$ cat config.mk
export PLATFORM = sky130hd
export DESIGN_NAME = sdram_arbiter
export DESIGN_NICKNAME = d
export VERILOG_FILES = /design/src/hw/sdram_arb_pkg.sv /design/src/hw/scan_counter.sv /design/src/hw/arb_state_ctrl.sv /design/src/hw/arb_port_router.sv /design/src/hw/sdram_arbiter.sv
export VERILOG_INCLUDE_DIRS = /design/src /design/src/hw
export SDC_FILE = /design/constraint.sdc
export NUM_CORES = 1
export LEC_CHECK = 0
export BUFFER_PORTS_ARGS = -buffer_cell sky130_fd_sc_hd__buf_2
export CAP_MARGIN = 20
export CORE_AREA = 2 2 517 519
export DETAILED_ROUTE_END_ITERATION = 8
export DIE_AREA = 0 0 519 521
export GPL_ROUTABILITY_DRIVEN = 0
export GPL_TIMING_DRIVEN = 0
export SETUP_SLACK_MARGIN = 0.05
export SLEW_MARGIN = 10
export SYNTH_ARGS = -nofsm -noshare
export SYNTH_HDL_FRONTEND = slang
export SYNTH_SLANG_ARGS = --single-unit
$ cat constraint.sdc
create_clock -name clk -period 2.5 [get_ports clk]
set_input_delay 0.25 -clock clk [delete_from_list [all_inputs] [get_ports clk]]
set_output_delay 0.25 -clock clk [all_outputs]
set_load 0.02 [all_outputs]
$ cat src/hw/sdram_arb_config.svh
`ifndef SDRAM_ARB_CONFIG_SVH
`define SDRAM_ARB_CONFIG_SVH

// memory port geometry
`define SDRAM_ADDR_W 22
`define SDRAM_DATA_W 128

// scan counters
`define SCAN_W 10

// 640x480 timing, blanking included
`define H_TOTAL 800
`define V_TOTAL 525

// line fetch may only start on the last column
`define LB_FETCH_COL 799

// renderer hands the port back here so the fetch window opens on time
`define LB_YIELD_COL 785

`endif

$ cat src/hw/sdram_arb_pkg.sv
`default_nettype none
`include "sdram_arb_config.svh"

package sdram_arb_pkg;

	typedef logic [`SDRAM_ADDR_W-1:0] mem_addr_t;
	typedef logic [`SDRAM_DATA_W-1:0] mem_data_t;
	typedef logic [`SCAN_W-1:0] scan_pos_t;

	// request toward the memory controller
	typedef struct packed {
		mem_addr_t addr;
		logic [`SDRAM_DATA_W/8-1:0] be;
		logic read;
		logic write;
		mem_data_t wrdata;
	} mem_req_t;

	typedef struct packed {
		mem_addr_t addr;
		logic rd;
		logic wr;
		mem_data_t wrdata;
	} client_req_t;

	typedef struct packed {
		logic cs_n;
		logic sclk;
		logic mosi;
	} spi_pins_t;

	typedef enum logic [2:0] {OWN_NONE, OWN_INIT, OWN_LB, OWN_BG, OWN_PCM} owner_e;

	typedef enum logic [3:0] {BOOTUP, INIT_SDRAM, INIT_DONE, LB_PRE, LB_FETCH, LB_MID,
		LB_DONE, BACKGROUND, PCM, PCM_DONE, HALTED} arb_state_e;

endpackage

`default_nettype wire

$ cat src/hw/scan_counter.sv
`timescale 1ns/1ns
`default_nettype none
`include "sdram_arb_config.svh"

module scan_counter import sdram_arb_pkg::*;
(
	input wire logic clk,
	input wire logic reset,
	output scan_pos_t draw_x_o,
	output scan_pos_t draw_y_o,
	output logic new_frame_o
);

	scan_pos_t draw_x;
	scan_pos_t draw_y;
	logic line_end;
	logic frame_end;

	assign line_end = (draw_x == scan_pos_t'(`H_TOTAL - 1));
	assign frame_end = (draw_y == scan_pos_t'(`V_TOTAL - 1));

	always_ff @(posedge clk)
	begin
		if (reset)
		begin
			draw_x <= '0;
			draw_y <= '0;
		end
		else
		begin
			if (line_end)
			begin
				draw_x <= '0;
				// rows only move at the end of a line
				if (frame_end)
					draw_y <= '0;
				else
					draw_y <= draw_y + 1'b1;
			end
			else
				draw_x <= draw_x + 1'b1;
		end
	end

	assign draw_x_o = draw_x;
	assign draw_y_o = draw_y;
	// high for the single cycle at the top-left pixel
	assign new_frame_o = (draw_x == '0) && (draw_y == '0);

endmodule

`default_nettype wire

$ cat src/hw/arb_state_ctrl.sv
`timescale 1ns/1ns
`default_nettype none
`include "sdram_arb_config.svh"

module arb_state_ctrl import sdram_arb_pkg::*;
(
	input wire logic clk,
	input wire logic reset,
	input wire scan_pos_t draw_x_i,
	input wire logic new_frame_i,
	input wire logic init_done_i,
	input wire logic lb_busy_i,
	input wire logic lb_done_i,
	input wire logic bg_busy_i,
	input wire logic bg_writedone_i,
	input wire logic i2s_done_i,
	output owner_e owner_o,
	output logic init_phase_o,
	output logic bg_wait_low_o,
	output logic init_wait_o
);

	arb_state_e state;
	arb_state_e state_next;
	logic at_fetch_col;
	logic at_yield_col;

	assign at_fetch_col = (draw_x_i == scan_pos_t'(`LB_FETCH_COL));
	assign at_yield_col = (draw_x_i == scan_pos_t'(`LB_YIELD_COL));

	always_ff @(posedge clk)
	begin
		if (reset)
			state <= BOOTUP;
		else
			state <= state_next;
	end

	always_comb
	begin
		state_next = state;
		case (state)
			BOOTUP:
				if (new_frame_i)
					state_next = INIT_SDRAM;
			INIT_SDRAM:
				if (init_done_i)
					state_next = INIT_DONE;
			INIT_DONE:
				if (new_frame_i)
					state_next = LB_PRE;
			// wait for the renderer to finish its access before fetching
			LB_PRE:
				if (at_fetch_col && !bg_busy_i)
					state_next = LB_FETCH;
			LB_FETCH:
				if (lb_done_i)
					state_next = LB_DONE;
				else if (!lb_busy_i)
					state_next = LB_MID;
			LB_MID:
				if (!bg_writedone_i)
					state_next = BACKGROUND;
				else if (at_yield_col)
					state_next = LB_PRE;
			LB_DONE:
				if (!bg_writedone_i)
					state_next = BACKGROUND;
				else
					state_next = PCM;
			BACKGROUND:
				if (lb_done_i)
				begin
					if (bg_writedone_i)
						state_next = PCM;
				end
				else if (at_yield_col)
					state_next = LB_PRE;
			PCM:
				if (i2s_done_i)
					state_next = PCM_DONE;
			PCM_DONE:
				state_next = HALTED;
			HALTED:
				if (new_frame_i)
					state_next = LB_PRE;
			default:
				state_next = BOOTUP;
		endcase
	end

	// owner decode
	always_comb
	begin
		case (state)
			BOOTUP, INIT_SDRAM:
				owner_o = OWN_INIT;
			INIT_DONE, LB_FETCH:
				owner_o = OWN_LB;
			// LB_PRE lets an access in flight complete
			BACKGROUND, LB_PRE:
				owner_o = OWN_BG;
			PCM:
				owner_o = OWN_PCM;
			default:
				owner_o = OWN_NONE;
		endcase
	end

	assign init_phase_o = (state == BOOTUP) || (state == INIT_SDRAM);
	assign bg_wait_low_o = (state == BACKGROUND);
	assign init_wait_o = (state == BOOTUP);

endmodule

`default_nettype wire

$ cat src/hw/arb_port_router.sv
`timescale 1ns/1ns
`default_nettype none

module arb_port_router import sdram_arb_pkg::*;
(
	input wire owner_e owner_i,
	input wire logic init_phase_i,
	input wire logic bg_wait_low_i,
	input wire client_req_t init_req_i,
	input wire client_req_t lb_req_i,
	input wire client_req_t bg_req_i,
	input wire client_req_t pcm_req_i,
	input wire logic mem_ac_i,
	input wire mem_data_t mem_rddata_i,
	output mem_req_t mem_req_o,
	output logic init_ac_o,
	output logic lb_wait_o,
	output logic lb_ac_o,
	output mem_data_t lb_rddata_o,
	output logic bg_wait_o,
	output logic bg_ac_o,
	output mem_data_t bg_rddata_o,
	output logic pcm_wait_o,
	output logic pcm_ac_o,
	output mem_data_t pcm_rddata_o,
	input wire spi_pins_t init_spi_i,
	input wire spi_pins_t usb_spi_i,
	input wire logic spi_miso_i,
	output spi_pins_t spi_o,
	output logic init_miso_o,
	output logic usb_miso_o
);

	// memory side
	always_comb
	begin
		mem_req_o.addr = '0;
		mem_req_o.be = '1;
		mem_req_o.read = 1'b0;
		mem_req_o.write = 1'b0;
		mem_req_o.wrdata = '0;
		case (owner_i)
			// initializer only writes
			OWN_INIT:
			begin
				mem_req_o.addr = init_req_i.addr;
				mem_req_o.write = init_req_i.wr;
				mem_req_o.wrdata = init_req_i.wrdata;
			end
			OWN_LB:
			begin
				mem_req_o.addr = lb_req_i.addr;
				mem_req_o.read = lb_req_i.rd;
			end
			OWN_BG:
			begin
				mem_req_o.addr = bg_req_i.addr;
				mem_req_o.read = bg_req_i.rd;
				mem_req_o.write = bg_req_i.wr;
				mem_req_o.wrdata = bg_req_i.wrdata;
			end
			OWN_PCM:
			begin
				mem_req_o.addr = pcm_req_i.addr;
				mem_req_o.read = pcm_req_i.rd;
			end
			default:
			begin
				mem_req_o.addr = '0;
			end
		endcase
	end

	// acknowledge goes to the owner only
	assign init_ac_o = (owner_i == OWN_INIT) && mem_ac_i;
	assign lb_ac_o = (owner_i == OWN_LB) && mem_ac_i;
	assign bg_ac_o = (owner_i == OWN_BG) && mem_ac_i;
	assign pcm_ac_o = (owner_i == OWN_PCM) && mem_ac_i;

	assign lb_wait_o = (owner_i != OWN_LB);
	// renderer in LB_PRE still owns the port but is told to wait
	assign bg_wait_o = !bg_wait_low_i;
	assign pcm_wait_o = (owner_i != OWN_PCM);

	assign lb_rddata_o = (owner_i == OWN_LB) ? mem_rddata_i : '0;
	assign bg_rddata_o = (owner_i == OWN_BG) ? mem_rddata_i : '0;
	assign pcm_rddata_o = mem_rddata_i;

	// SPI bus to the SD card during boot, USB afterwards
	always_comb
	begin
		if (init_phase_i)
		begin
			spi_o.cs_n = 1'b0;
			spi_o.sclk = init_spi_i.sclk;
			spi_o.mosi = init_spi_i.mosi;
			init_miso_o = spi_miso_i;
			usb_miso_o = 1'b0;
		end
		else
		begin
			spi_o = usb_spi_i;
			init_miso_o = 1'b0;
			usb_miso_o = spi_miso_i;
		end
	end

endmodule

`default_nettype wire

$ cat src/hw/sdram_arbiter.sv
`timescale 1ns/1ns
`default_nettype none

module sdram_arbiter import sdram_arb_pkg::*;
(
	input wire logic clk,
	input wire logic reset,
	output scan_pos_t draw_x_o,
	output scan_pos_t draw_y_o,
	output logic new_frame_o,
	input wire client_req_t init_req_i,
	input wire logic init_done_i,
	output logic init_ac_o,
	output logic init_wait_o,
	input wire spi_pins_t init_spi_i,
	output logic init_miso_o,
	input wire spi_pins_t usb_spi_i,
	output logic usb_miso_o,
	input wire client_req_t lb_req_i,
	input wire logic lb_busy_i,
	input wire logic lb_done_i,
	output logic lb_wait_o,
	output logic lb_ac_o,
	output mem_data_t lb_rddata_o,
	input wire client_req_t bg_req_i,
	input wire logic bg_busy_i,
	input wire logic bg_writedone_i,
	output logic bg_wait_o,
	output logic bg_ac_o,
	output mem_data_t bg_rddata_o,
	input wire client_req_t pcm_req_i,
	input wire logic i2s_done_i,
	output logic pcm_wait_o,
	output logic pcm_ac_o,
	output mem_data_t pcm_rddata_o,
	output mem_req_t mem_req_o,
	input wire logic mem_ac_i,
	input wire mem_data_t mem_rddata_i,
	input wire logic spi_miso_i,
	output spi_pins_t spi_o,
	output logic sd_cs_o
);

	owner_e owner;
	logic init_phase;
	logic bg_wait_low;

	scan_counter u_scan (
		.clk(clk),
		.reset(reset),
		.draw_x_o(draw_x_o),
		.draw_y_o(draw_y_o),
		.new_frame_o(new_frame_o)
	);

	arb_state_ctrl u_ctrl (
		.clk(clk),
		.reset(reset),
		.draw_x_i(draw_x_o),
		.new_frame_i(new_frame_o),
		.init_done_i(init_done_i),
		.lb_busy_i(lb_busy_i),
		.lb_done_i(lb_done_i),
		.bg_busy_i(bg_busy_i),
		.bg_writedone_i(bg_writedone_i),
		.i2s_done_i(i2s_done_i),
		.owner_o(owner),
		.init_phase_o(init_phase),
		.bg_wait_low_o(bg_wait_low),
		.init_wait_o(init_wait_o)
	);

	arb_port_router u_router (
		.owner_i(owner),
		.init_phase_i(init_phase),
		.bg_wait_low_i(bg_wait_low),
		.init_req_i(init_req_i),
		.lb_req_i(lb_req_i),
		.bg_req_i(bg_req_i),
		.pcm_req_i(pcm_req_i),
		.mem_ac_i(mem_ac_i),
		.mem_rddata_i(mem_rddata_i),
		.mem_req_o(mem_req_o),
		.init_ac_o(init_ac_o),
		.lb_wait_o(lb_wait_o),
		.lb_ac_o(lb_ac_o),
		.lb_rddata_o(lb_rddata_o),
		.bg_wait_o(bg_wait_o),
		.bg_ac_o(bg_ac_o),
		.bg_rddata_o(bg_rddata_o),
		.pcm_wait_o(pcm_wait_o),
		.pcm_ac_o(pcm_ac_o),
		.pcm_rddata_o(pcm_rddata_o),
		.init_spi_i(init_spi_i),
		.usb_spi_i(usb_spi_i),
		.spi_miso_i(spi_miso_i),
		.spi_o(spi_o),
		.init_miso_o(init_miso_o),
		.usb_miso_o(usb_miso_o)
	);

	// SD chip select always tracks the initializer
	assign sd_cs_o = init_spi_i.cs_n;

endmodule

`default_nettype wire

==> results.sh, run 1 <==
export IMPL_wirelength_um=201000
export IMPL_synth_most_common_cell="buf_4"
export IMPL_port_buffers=1062
export IMPL_p_per_area_nw_per_um2=987
export IMPL_p_leak_nw=9.53
export IMPL_antenna_left=0
export IMPL_die_area_um2=270000
export IMPL_rsz0062_at_grt="true"
export IMPL_hold_path_class="in -> reg"
export IMPL_drive_above_1_share_pct=71.3
export IMPL_slowest_stage="a222oi_1"
export IMPL_required_ns=2.25
export IMPL_start_kind="flop"
export IMPL_nets=2813
export IMPL_cts_tree="yes"
export IMPL_die_height_um=521
export IMPL_ys_warn_count=0
export IMPL_ioPinCount=1339
export IMPL_vdd_drop_max_mv=0.426
export IMPL_grt_pass1_wl_um=222000
export IMPL_path_common_cell="buf_8"
export IMPL_synth_edf_count=0
export IMPL_violations="negative setup slack"
export IMPL_fin_ws_ns=-0.644
export IMPL_fin_crit_ns=3.14
export IMPL_arrival_ns=2.89
export IMPL_maxCapViolations=0
export IMPL_synthDominantCellAreaShare_pct=18.2
export IMPL_route_detailed_drc=0
export IMPL_clock_sinks=24
export IMPL_first_pass_iters=5
export IMPL_path_clk_slew_ns=0.06
export IMPL_cts_buffer_depth=2
export IMPL_areaGrowthSynthToFinish_pct=227
export IMPL_r2r_end="u_ctrl.state[3]"
export IMPL_core_area_um2=264000
export IMPL_rows=189
export IMPL_r2r_start="u_scan.draw_x_o[0]"
export IMPL_path_max_fanout=10
export IMPL_drtIter0Drc=901
export IMPL_total_power_mw=20.0
export IMPL_clock_tree_root_cell="clkbuf_16"
export IMPL_clock_fmax_ghz=0.318
export IMPL_h_tree_depth=1
export IMPL_end_kind="primary output"
export IMPL_yosys_top_cells_count="buf_4 (146), and2_1 (135), and3_1 (133)"
export IMPL_grt_ovfl_total=0
export IMPL_outcome="finished, violations left"
export IMPL_r2r_slack_ns=0.52
export IMPL_start_util_pct=2.35
export IMPL_clkPwrFrac_pct=1.9
export IMPL_num_vias=14101
export IMPL_cpPeakStageDelay_ns=1.14
export IMPL_finalHoldViolations=0
export IMPL_cts_buffers=3
export IMPL_grt_pass1_vias=11588
export IMPL_drv_slew=0
export IMPL_seqPwrFrac_pct=2.2
export IMPL_die_width_um=519
export IMPL_ys_ff_latch=24
export IMPL_intPower_mw=8.68
export IMPL_p_comb_share_pct=95.9
export IMPL_relSlewSlack_pct=3.64
export IMPL_finalSetupViolCount=253
export IMPL_utilization_pct=7.67
export IMPL_p_sw_mw=11.3
export IMPL_crit_start="u_ctrl.state[1]"
export IMPL_netlist_top_cells_area="a22o_1 (18%), buf_4 (18%), and2_1 (14%)"
export IMPL_p_sw_share_pct=56.6
export IMPL_track_usage_pct=14.0
export IMPL_endpoint="mem_req_o[162]"
export IMPL_synth_top_area_cell="a22o_1"
export IMPL_antenna_found_initial=298
export IMPL_syn_mean_instance_area_um2=7.03
export IMPL_reg2reg_depth=6
export IMPL_fill_cells=31160
export IMPL_tightest_slew_ns=1.45
export IMPL_grt_max_degree=14
export IMPL_clock_skew_ns=0.00193
export IMPL_finalCritPeriodShare_pct=126
export IMPL_ys_seq_area_share_pct=7.75
export IMPL_hpwlAfterDp_um=186000
export IMPL_crit_chain="buf_8 > buf_4 > nor3_4 > clkbuf_16 > buf_8 > a222oi_1 > nand2_1 > buf_6"
export IMPL_worstSkewPairLatency_ns=0.26
export IMPL_synthArstFlopShare_pct=0
export IMPL_path_class="reg -> out"
export IMPL_via_per_inst=2.45
export IMPL_ys_flop_type="dfxtp_1"
export IMPL_wl_per_cell_um=34.8
export IMPL_synth_cell_type_count=56
export IMPL_netlist_instances=883
export IMPL_synthesis_area_um2=6200
logic make-up (layout without fill, tap and decap cells):
kind of cell             after synthesis  in the layout  share of synthesized area [%]
XOR/XNOR                              16             16                           2.26
other                                  1            185                         0.0605
flip-flops                            24             24                           7.75
multiplexers                           6              6                           1.05
AO/OA/AOI/OAI                        172            172                           24.3
buffers and inverters                248           1405                           24.7
adder cells (fa/ha/maj)                5              5                           1.01
AND/OR/NAND/NOR                      411            411                           38.8
how the worst min path moves through the flow:
stage,start,to,slack (ns),depth (start not counted)
2_1_floorplan,reset,u_scan.draw_x_o[2],0.46,2
3_3_place_gp,u_scan.draw_x_o[0],u_scan.draw_x_o[0],0.49,1
3_5_place_dp,u_scan.draw_x_o[0],u_scan.draw_x_o[0],0.50,1
4_1_cts,reset,u_scan.draw_x_o[2],0.40,3
5_1_grt,reset,u_scan.draw_y_o[8],0.40,3
6_report,reset,u_scan.draw_x_o[2],0.40,3
what timing repair did:
| item | in CTS | in global routing |
|---|---|---|
| buffers inserted | 43 | 27 |
| pin swaps | 106 | 42 |
| cloned | 10 | 5 |
| hold buffers | 0 | 0 |
| endpoints found under the setup margin | 399 | 279 |
| gates resized for setup | 550 | 240 |
power by group through the flow:
| stage | clock, mW | sequential, mW | combinational, mW |
|---|---|---|---|
| after floorplan | 0 | 0.433 | 5.92 |
| after global placement | 0 | 0.433 | 13.7 |
| after detailed placement | 0 | 0.435 | 14.0 |
| after CTS | 0.394 | 0.437 | 18.3 |
| after global routing | 0.409 | 0.442 | 20.3 |
| final | 0.387 | 0.441 | 19.2 |
layer usage:
| layer | vias to the layer above | global-route usage (%) | wire, um |
|---|---|---|---|
| met5 | - | 0 | 429 |
| met4 | 48 | 6.09 | 13400 |
| met3 | 620 | 6.09 | 23900 |
| met2 | 1605 | 25.4 | 98400 |
| met1 | 6279 | 13.7 | 64500 |
| li1 | 5549 | - | - |
sequential cells by signal, summed over array words and instances (netlist names):
signal	count
u_scan.draw_x_o	10
u_scan.draw_y_o	10
u_ctrl.state	4
area by class of cell:
type | instances | area (um^2) | area share [%]
repair buffers | 1159 | 8090 | 39.9
multi-input cells | 626 | 4570 | 22.6
well taps | 3533 | 4420 | 21.8
plain buffers | 232 | 2150 | 10.6
flip-flops and latches | 24 | 490 | 2.42
diodes | 169 | 423 | 2.09
clock buffers | 4 | 88.8 | 0.438
inverters | 10 | 37.5 | 0.185
per-stage QoR:
step	setup TNS [ns]	worst slack [ns]	cells	hold slack [ns]	instance area, um^2
after floorplan	0	0.510	898	0.461	6260
after global placement	-511.76	-2.25	5493	0.495	16000
after detailed placement	-177.27	-1.47	5507	0.500	16200
after CTS	-34.30	-0.606	5562	0.400	18900
after global routing	-79.49	-0.632	5716	0.402	20200
final	-62.75	-0.644	5757	0.399	20300
worst max-delay path: cells and delay by family (launching register included):
kind,cells,cell delay (ns)
AND/OR/NAND/NOR,2,0.33
flip-flops,1,0.35
buffers and inverters,5,0.77
AO/OA/AOI/OAI,1,1.14
cell usage in the layout, fill, tap and decap left out, types with 7 or more instances in the layout:
cell	netlist	layout
clkbuf_8	2	7
nand2_2	0	10
buf_2	17	852
clkbuf_4	0	10
nor2_1	32	30
buf_6	2	189
buf_12	0	41
a222oi_1	23	23
buf_8	0	26
conb_1	1	16
a22o_4	0	18
dfxtp_1	24	20
xor2_1	9	9
and2_1	135	102
and2_4	0	33
clkbuf_16	0	31
and3_1	133	133
xnor2_1	7	7
inv_1	9	9
clkbuf_1	69	23
diode_2	0	169
buf_4	146	207
a22o_1	129	111
nand2_1	63	50
No activity file was read; power rests on OpenSTA's default activity.
==> run 2: changes to the inputs <==
- SETUP_SLACK_MARGIN: 0.05 -> unset
==> results.sh, run 2 (synthesized netlist as in run 1, its figures left out) <==
export IMPL_finalCritPeriodShare_pct=128
export IMPL_die_width_um=519
export IMPL_h_tree_depth=1
export IMPL_wl_per_cell_um=34.7
export IMPL_critical_path_top_delay_family="compound AO/OA/AOI/OAI gates"
export IMPL_drv_slew=0
export IMPL_antenna_left=0
export IMPL_outcome="finished, violations left"
export IMPL_grt_ovfl_total=0
export IMPL_num_vias=13914
export IMPL_p_per_area_nw_per_um2=960
export IMPL_track_usage_pct=13.9
export IMPL_clock_fmax_ghz=0.313
export IMPL_crit_chain="buf_8 > nor2b_4 > nor2_4 > nor3_4 > buf_6 > clkbuf_16 > buf_6 > a222oi_1 > nand2_1 > buf_6"
export IMPL_required_ns=2.25
export IMPL_wirelength_um=199000
export IMPL_hold_path_class="in -> reg"
export IMPL_route_detailed_drc=0
export IMPL_p_leak_nw=9.17
export IMPL_total_power_mw=18.4
export IMPL_via_per_inst=2.43
export IMPL_whs_ns=0.396
export IMPL_clock_tree_root_cell="clkbuf_16"
export IMPL_cts_tree="yes"
export IMPL_layout_common_cells="buf_2 (915), buf_4 (201), and2_1 (133), and3_1 (133), buf_6 (126)"
export IMPL_cts_buffer_depth=2
export IMPL_maxCapViolations=0
export IMPL_path_clk_slew_ns=0.07
export IMPL_die_area_um2=270000
export IMPL_tightest_slew_ns=1.34
export IMPL_relSlewSlack_pct=10.8
export IMPL_cts_hold_buf=0
export IMPL_utilization_pct=7.26
export IMPL_fill_cells=31311
export IMPL_worstSkewPairLatency_ns=0.26
export IMPL_cpPeakStageDelay_ns=1.06
export IMPL_first_pass_iters=5
export IMPL_final_common_cell="buf_2"
export IMPL_arrival_ns=2.95
export IMPL_port_buffers=1062
export IMPL_start_kind="flop"
export IMPL_start_util_pct=2.35
export IMPL_antenna_found_initial=300
export IMPL_violations="negative setup slack"
export IMPL_slowest_stage="a222oi_1"
export IMPL_rows=189
export IMPL_nets=2791
export IMPL_grt_pass1_vias=11536
export IMPL_finalHoldViolations=0
export IMPL_grt_pass1_wl_um=221000
export IMPL_drtIter0Drc=1083
export IMPL_crit_buf_inv=5
export IMPL_ioPinCount=1339
export IMPL_areaGrowthSynthToFinish_pct=209
export IMPL_die_height_um=521
export IMPL_path_common_cell="buf_6"
export IMPL_vdd_drop_max_mv=0.535
export IMPL_drive_above_1_share_pct=68.7
export IMPL_path_max_fanout=6
export IMPL_cts_buffers=3
export IMPL_hpwlAfterDp_um=186000
export IMPL_dp_slack_ns=-1.47
export IMPL_core_area_um2=264000
export IMPL_fin_ws_ns=-0.697
export IMPL_clock_sinks=24
export IMPL_grt_max_degree=14
export IMPL_clock_skew_ns=0.00431
export IMPL_fin_crit_ns=3.20
export IMPL_end_kind="primary output"
export IMPL_finalSetupViolCount=243
export IMPL_path_class="reg -> out"
export IMPL_rsz0062_at_grt="true"
[run 2: changes by cell type in the layout (fill, tap and decap cells not counted), sizes merged]
cell and change:
diode -1, clkbuf +2, buf -24
[run 2: through the flow]
step	setup TNS, ns	instance area (um^2)	cells
2_1_floorplan	0	6260	898
3_3_place_gp	-511.76	16000	5493
3_5_place_dp	-177.27	16200	5507
4_1_cts	-46.26	18500	5559
5_1_grt	-65.07	19100	5705
6_report	-35.18	19200	5734
[run 2: timing repair]
item / 4_1_cts / 5_1_grt
setup endpoints to repair: 392 / 282
setup buffers: 41 / 14
gates resized for setup: 455 / 102
pin swaps: 100 / 43
hold endpoints to repair: 0 / 0
gates cloned: 9 / 0
[run 2: area by class of cell]
cell class              count  area (um^2)  share of cell area, %
well taps                3533         4420                   23.0
repair buffers           1138         7310                   38.1
clock buffers               4         88.8                  0.463
plain buffers             231         2020                   10.5
inverters                  10         37.5                  0.196
flip-flops and latches     24          488                   2.54
diodes                    168          420                   2.19
multi-input cells         626         4400                   22.9
[run 2: path summary, 6_finish.rpt]
kind	startpoint	endpoint	slack, ns	cells after the start
worst max-delay path	u_ctrl.state[1]	mem_req_o[163]	-0.70	10
worst min-delay path	reset	u_scan.draw_x_o[2]	0.40	3
worst max register to register	u_scan.draw_x_o[0]	u_ctrl.state[3]	0.52	6
worst min register to register	u_scan.draw_x_o[0]	u_scan.draw_x_o[0]	0.51	1
[run 2: tightest hold or removal path: stages]
cell and delay [ns]:
buf_2 0.14, clkbuf_8 0.17, nor2_1 0.05
[run 2: where the power goes]
part           internal, mW  leakage [nW]  switching (mW)
sequential            0.412         0.196          0.0286
combinational          6.83          8.92            10.8
clock                 0.245        0.0452           0.141
[run 2: layer usage]
metal,global-route usage (%),wire [um]
met1,13.6,65600
met2,25.2,98400
met3,6.25,22100
met4,6.38,12300
met5,0,328
